## config.mk

```make
export PLATFORM = sky130hd
export DESIGN_NAME = aes_state_reg
export DESIGN_NICKNAME = d
export VERILOG_FILES = /design/src/aes_pkg.sv /design/src/aes_state_reg.sv
export SDC_FILE = /design/constraint.sdc
export NUM_CORES = 1
export LEC_CHECK = 0
export BUFFER_PORTS_ARGS = -buffer_cell sky130_fd_sc_hd__buf_2
export CAP_MARGIN = 0
export CORE_AREA = 2 2 153 155
export CTS_CLUSTER_DIAMETER = 80
export DETAILED_ROUTE_END_ITERATION = 8
export DIE_AREA = 0 0 155 157
export GPL_ROUTABILITY_DRIVEN = 0
export PLACE_DENSITY = 0.5
export SYNTH_ARGS = -nofsm -noshare
export SYNTH_HDL_FRONTEND = slang
export SYNTH_SLANG_ARGS = --single-unit
```

## constraint.sdc

```tcl
create_clock -name clk -period 2 [get_ports clk]
set_input_delay 0.3 -clock clk [delete_from_list [all_inputs] [get_ports clk]]
set_output_delay 0.3 -clock clk [all_outputs]
set_load 0.005 [all_outputs]
```

## src/aes_pkg.sv

```systemverilog
// aes-128 shared definitions
// state layout, round count and key expansion constants

package aes_pkg;

    localparam int NB_BYTES = 16;   // bytes in the state
    localparam int NB_COLS  = 4;    // 32-bit columns in the state
    localparam int NR       = 10;   // rounds for a 128-bit key
    localparam int ROUND_W  = 4;    // round counter width

    // round constants, entry r-1 used for round r
    localparam logic [0:NR-1][7:0] RCON = {
        8'h01, 8'h02, 8'h04, 8'h08, 8'h10,
        8'h20, 8'h40, 8'h80, 8'h1b, 8'h36
    };

    // one 128-bit state word, two views
    // byte 0 is the msb of the bus, column c is bytes 4c..4c+3
    // bytes for subbytes/shiftrows, cols for mixcolumns/addroundkey
    typedef union packed {
        logic [0:NB_BYTES-1][7:0] bytes;
        logic [0:NB_COLS-1][31:0] cols;
    } aes_state_t;

endpackage

```

## src/aes_state_reg.sv

```systemverilog
// aes state register and round controller
// 16-byte state, round counter, busy/done flags and the valid/ready handshake

`timescale 1ns/1ps

module aes_state_reg (
    input  logic                        clk,
    input  logic                        resetn,
    input  logic                        in_valid,
    input  aes_pkg::aes_state_t         init_state,   // plaintext xor key
    input  aes_pkg::aes_state_t         next_state,   // round datapath result
    input  logic                        out_ready,
    output logic                        in_ready,
    output logic                        out_valid,
    output aes_pkg::aes_state_t         state,
    output logic [aes_pkg::ROUND_W-1:0] round,
    output logic                        last,
    output logic                        advance,
    output logic                        load
);

    logic busy;   // rounds in progress
    logic done;   // result waiting for out_ready

    // one block in flight, no accept while busy or holding a result
    assign in_ready  = !busy && !done;
    assign load      = in_valid && in_ready;
    assign advance   = busy;
    assign last      = busy && (round == aes_pkg::ROUND_W'(aes_pkg::NR));
    assign out_valid = done;

    always_ff @(posedge clk or negedge resetn)
    begin
        if (!resetn)
        begin
            state <= '0;
            round <= '0;
            busy  <= 1'b0;
            done  <= 1'b0;
        end
        else if (load)
        begin
            state <= init_state;
            round <= aes_pkg::ROUND_W'(1);   // first round next cycle
            busy  <= 1'b1;
        end
        else if (advance)
        begin
            state <= next_state;
            if (last)
            begin
                busy <= 1'b0;   // round 10 result now registered
                done <= 1'b1;
            end
            else
                round <= round + 1'b1;
        end
        else if (done && out_ready)
            done <= 1'b0;   // result transferred, state held until next load
    end

endmodule

```

======== After elaboration in Yosys (flattened, before gate mapping) ========
Cells that the tools add are included.
storage, ports and cells
  register bits after elaboration ......... 134
  logic and storage cells ................. 30
cells by class
  add/subtract/negate cells ............... 1
  eq/ne operators ......................... 3
  mux-type cells .......................... 11
  bitwise gates (word level) .............. 1
  reductions and logical operators ........ 10
operators by type and width
  operator                                                          count
  128-bit 2-to-1 mux                                                2
  4-bit 2-to-1 mux                                                  3
  1-bit 2-to-1 mux                                                  6
  4-bit by 1-bit adder with 4-bit output (second input constant)    1
  4-bit equality test (second input constant)                       1
  1-bit logical AND                                                 4
  2-bit nonzero test                                                2
  3-bit AND reduction                                               1
  1-bit zero test                                                   2
  2-bit by 1-bit != test with 1-bit output (second input constant)  1
  2-bit != test (second input constant)                             1
  2-bit AND reduction                                               1
  1-bit NOT                                                         1

======== Logic depth before layout (Yosys ltp) ========
  depth in word-level cells ............... 5
  gate-level depth with buffers ........... 7
  mapped depth without buffers ............ 5

======== Least setup slack after synthesis ========
No wires, ideal clock.
  path kind ............................... register to register
  from .................................... register busy, in the netlist advance
  to ...................................... register state[76] (netlist bit)
  data arrival time ....................... 1325 ps
  data required time ...................... 1882 ps
  slack ................................... 557 ps
  cell stages (with the launch flop) ...... 8
  buffers on the path ..................... 4
  period minus slack after synthesis ...... 1443 ps
  cell sequence ........................... dfrtp_1 > buf_4 > nor3b_2 > buf_4 > nor2_2 > buf_6 > buf_2 > a21o_1
between the ends
  word-level cells in the longest chain between the ends .. 4
  elaborated cells on any way between the ends .. 5
  those cells by class .................... mux: 1; reduce/logical: 4
RTL lines
  item                                                             RTL line             source
  from (decl)                                                      aes_state_reg.sv:22  logic busy;
  from (signal assigned)                                           aes_state_reg.sv:38  busy <= 1'b0;
  from (signal assigned)                                           aes_state_reg.sv:45  busy <= 1'b1;
  from (signal assigned)                                           aes_state_reg.sv:52  busy <= 1'b0;
  1-bit zero test                                                  aes_state_reg.sv:26  assign in_ready = !busy && !done;
  1-bit logical AND                                                aes_state_reg.sv:26
  1-bit logical AND                                                aes_state_reg.sv:27  assign load = in_valid && in_ready;
  128-bit 2-to-1 mux / 2-bit nonzero test (equally long branches)  -
  to (signal assigned)                                             aes_state_reg.sv:43  state <= init_state;
  to (signal assigned)                                             aes_state_reg.sv:49  state <= next_state;
  to (decl)                                                        aes_state_reg.sv:15  output aes_pkg::aes_state_t state,
Several ways; a longest one is shown, not always the timed one.
A chain may end at the register's enable or synchronous reset.

======== Worst setup path after layout ========
  from .................................... register busy, in the netlist advance
  to ...................................... output port load
between the ends
  word-level cells in the longest chain between the ends .. 3
RTL lines
  item               RTL line             source
  1-bit zero test    aes_state_reg.sv:26
  1-bit logical AND  aes_state_reg.sv:26
  1-bit logical AND  aes_state_reg.sv:27
  to (decl)          aes_state_reg.sv:19  output logic load
No other way between the ends.

==> metrics.yaml <==
status:
  status: "finished, final reports clean"
setup_path:
  path_class: "register to output pin"
  worst-path-max-fanout: 14
  startpoint_type: "register"
  cp_slowest_cell: "dfrtp_4"
  r2r-start: "advance"
  cp_cell_sequence: "nor3b_4, buf_12, buf_4, buf_2"
  rr_worst_depth: 5
  cp.required_ns: 1.70
  critPathMaxStageDelay_ns: 0.51
  end_kind: "output pin"
  regToRegSetupSlack_ns: 0.40
  arrival_ns: 1.61
  r2r-end: "state[124]"
yosys:
  syn_nets: 719
  synth.top_cell.area_share_pct: 57.3
  ys_seq_elements: 134
  syn-cell-area_sq_um: 5850
  netlist_top_cells_area: "dfrtp_1 (57%), a22o_1 (19%), a21o_1 (17%)"
  yosysTopAreaCell: "dfrtp_1"
  yosysWarnings: 0
  async_flop_share_pct: 100
  ys_types: 21
  ys_seq_area_share_pct: 57.3
  syn_area_per_cell_sq_um: 12.8
  synth_edf_count: 0
  ys.flop_type: "dfrtp_1"
  synth_cells: 457
floorplan:
  num_io_pins: 397
  dieArea_sq_um: 24300
  die_x_um: 155
  fp.dieH_um: 157
  core-area_sq_um: 22500
  initial_core_util_pct: 26.0
  std_cell_rows: 55
global_routing:
  grt.busiest_layer: "met2"
  grt_max_degree: 71
  use_met3_pct: 3.72
  antenna_found_initial: 0
  grtUsageTotal_pct: 15.2
  grtUsageMet1_pct: 17.8
  grt_pass1_wl_um: 28200
  overflow: 0
  grt_pass1_vias: 5059
  globalRouteMet2Util_pct: 27.0
cts:
  clockBufferDepth: 2
  h-tree-depth: 4
  cts_buffers: 17
  cts_sinks: 134
  cts-root-buf: "clkbuf_16"
  cts_tree: "built"
  clk-insertion-delay-late_ns: 0.41
  clk_pin_slew_ns: 0.06
sta:
  rsz0062_at_grt: "no"
  post-route-period-util_pct: 95.3
  hold_slack_ns: 0.177
  final_hold_viol_count: 0
  tns_ns: 0
  fmax_ghz: 0.525
  setup_viol: 0
  relSlewSlack_pct: 67.8
  fin_worst_skew_ns: 0.0117
  min_period_ns: 1.91
  worst_pin_slew_ns: 0.478
  report.final.slew_viol_count: 0
placement:
  dp.cells: 1108
  dp_hpwl_um: 13900
  io_buffers: 396
drt:
  drt-wirelength-per-cell_um: 16.6
  antenna_left: 0
  drt_pass1_iterations: 4
  vias: 5209
  via_per_inst: 4.56
  route.detailed.drc: 0
  drtIter0Drc: 185
  wirelength_um: 18900
final_layout:
  fin_nets: 1107
  diodes: 0
  area_growth_pct: 50.8
  drive_gt1_share_pct: 52.1
  instances_no_fill: 1143
hold_path:
  hp-start: "init_state[65]"
  min_path_type: "primary input to register"
  worstHoldPathCells: 3
  min_to: "state[65]"
pwr:
  irDropWorstVdd_mv: 0.624
  p_per_area_nw_per_um2: 1500
  cellLeakagePower_nw: 5.04
run:
  max_cap_violations: 0
[registers in the layout, indices dropped and copies added, names as in the netlist]
register	flops
out_valid	1
advance	1
state	128
round	4
[cell usage after synthesis, drive strengths merged (2+ instances only)]
library cell / number
mux2i: 2
clkbuf: 13
nand2b: 3
nand2: 3
nor2: 4
a22o: 128
nor3b: 2
ha: 2
a21o: 129
buf: 31
dfrtp: 134
[cell families after synthesis]
group | share of synthesized area, %
muxes | 0.342
buffers and inverters | 4.47
AOI/OAI and AO/OA | 35.9
DFF | 57.3
adders and majority gates | 0.428
xor gates and xnor gates | 0.150
and+or+nand+nor | 1.41
[worst max-delay path, delay by kind of cell, from the launching register on]
family	cells	cell delay, ns
flip-flops	1	0.51
AND/OR/NAND/NOR	1	0.26
buffers and inverters	3	0.41
[cell usage in the layout (no fill, tap or decap), types with 2 or more instances in the layout]
cell and instances:
clkbuf_16 17, mux2i_1 2, clkinv_2 2, bufinv_16 2, a21o_1 129, nand2b_1 3
dfrtp_1 133, nand2_1 3, buf_2 395, inv_6 4, a22o_1 128, buf_12 8
nor2_1 3, buf_4 6, ha_1 2, clkinvlp_4 3, clkinv_4 2
[layout make-up]
type	count	area, sq um
sequential	134	3360
inverter	1	3.75
fill	2238	13700
clock inverter	13	145
multi-input combinational	278	2250
timing repair buffer	413	2260
clock buffer	19	443
tap	285	357
[where the power goes]
group          internal [mW]  switching, mW  leakage, nW
clock                   1.88           1.23        0.281
combinational           2.82           2.62         3.18
sequential              4.02          0.680         1.59
total                   8.73           4.53         5.04
[through the flow]
step                      area [sq um]  util (%)  power, mW  worst slack (ns)
after CTS                         8820      39.2       13.5            0.0196
final                             8820      39.2       13.3            0.0942
after detailed placement          8170      36.3       10.2             0.280
after global routing              8820      39.2       14.3           0.00402
after global placement            8170      36.3       10.2             0.299
after floorplan                   5850         -       7.67             0.557
[what timing repair did]
action / 4_1_cts / 5_1_grt
hold buffers: 1 / 0
setup buffers: 1 / 0
endpoints found under the hold margin: 18 / 0
pin swaps: 1 / 1
gates resized for setup: 1 / 1
setup endpoints to repair: 3 / 2
gates cloned: 1 / 0
[worst max path at each step]
stage,from,end,slack [ns],cells past startpoint
after floorplan,advance,state[76],0.56,7
after global placement,advance,state[6],0.30,5
after detailed placement,advance,state[102],0.28,5
after CTS,advance,load,0.02,4
after global routing,advance,load,0.004,4
final,advance,load,0.09,4
[routing by layer]
metal	wire length, um	share of wire, %	vias up
met5	0	0	-
met4	281	1.5	0
met3	1390	7.3	18
met2	9680	51	251
met1	7590	40	2407
li1	-	-	2533
No activity file was read; power rests on OpenSTA's default activity.
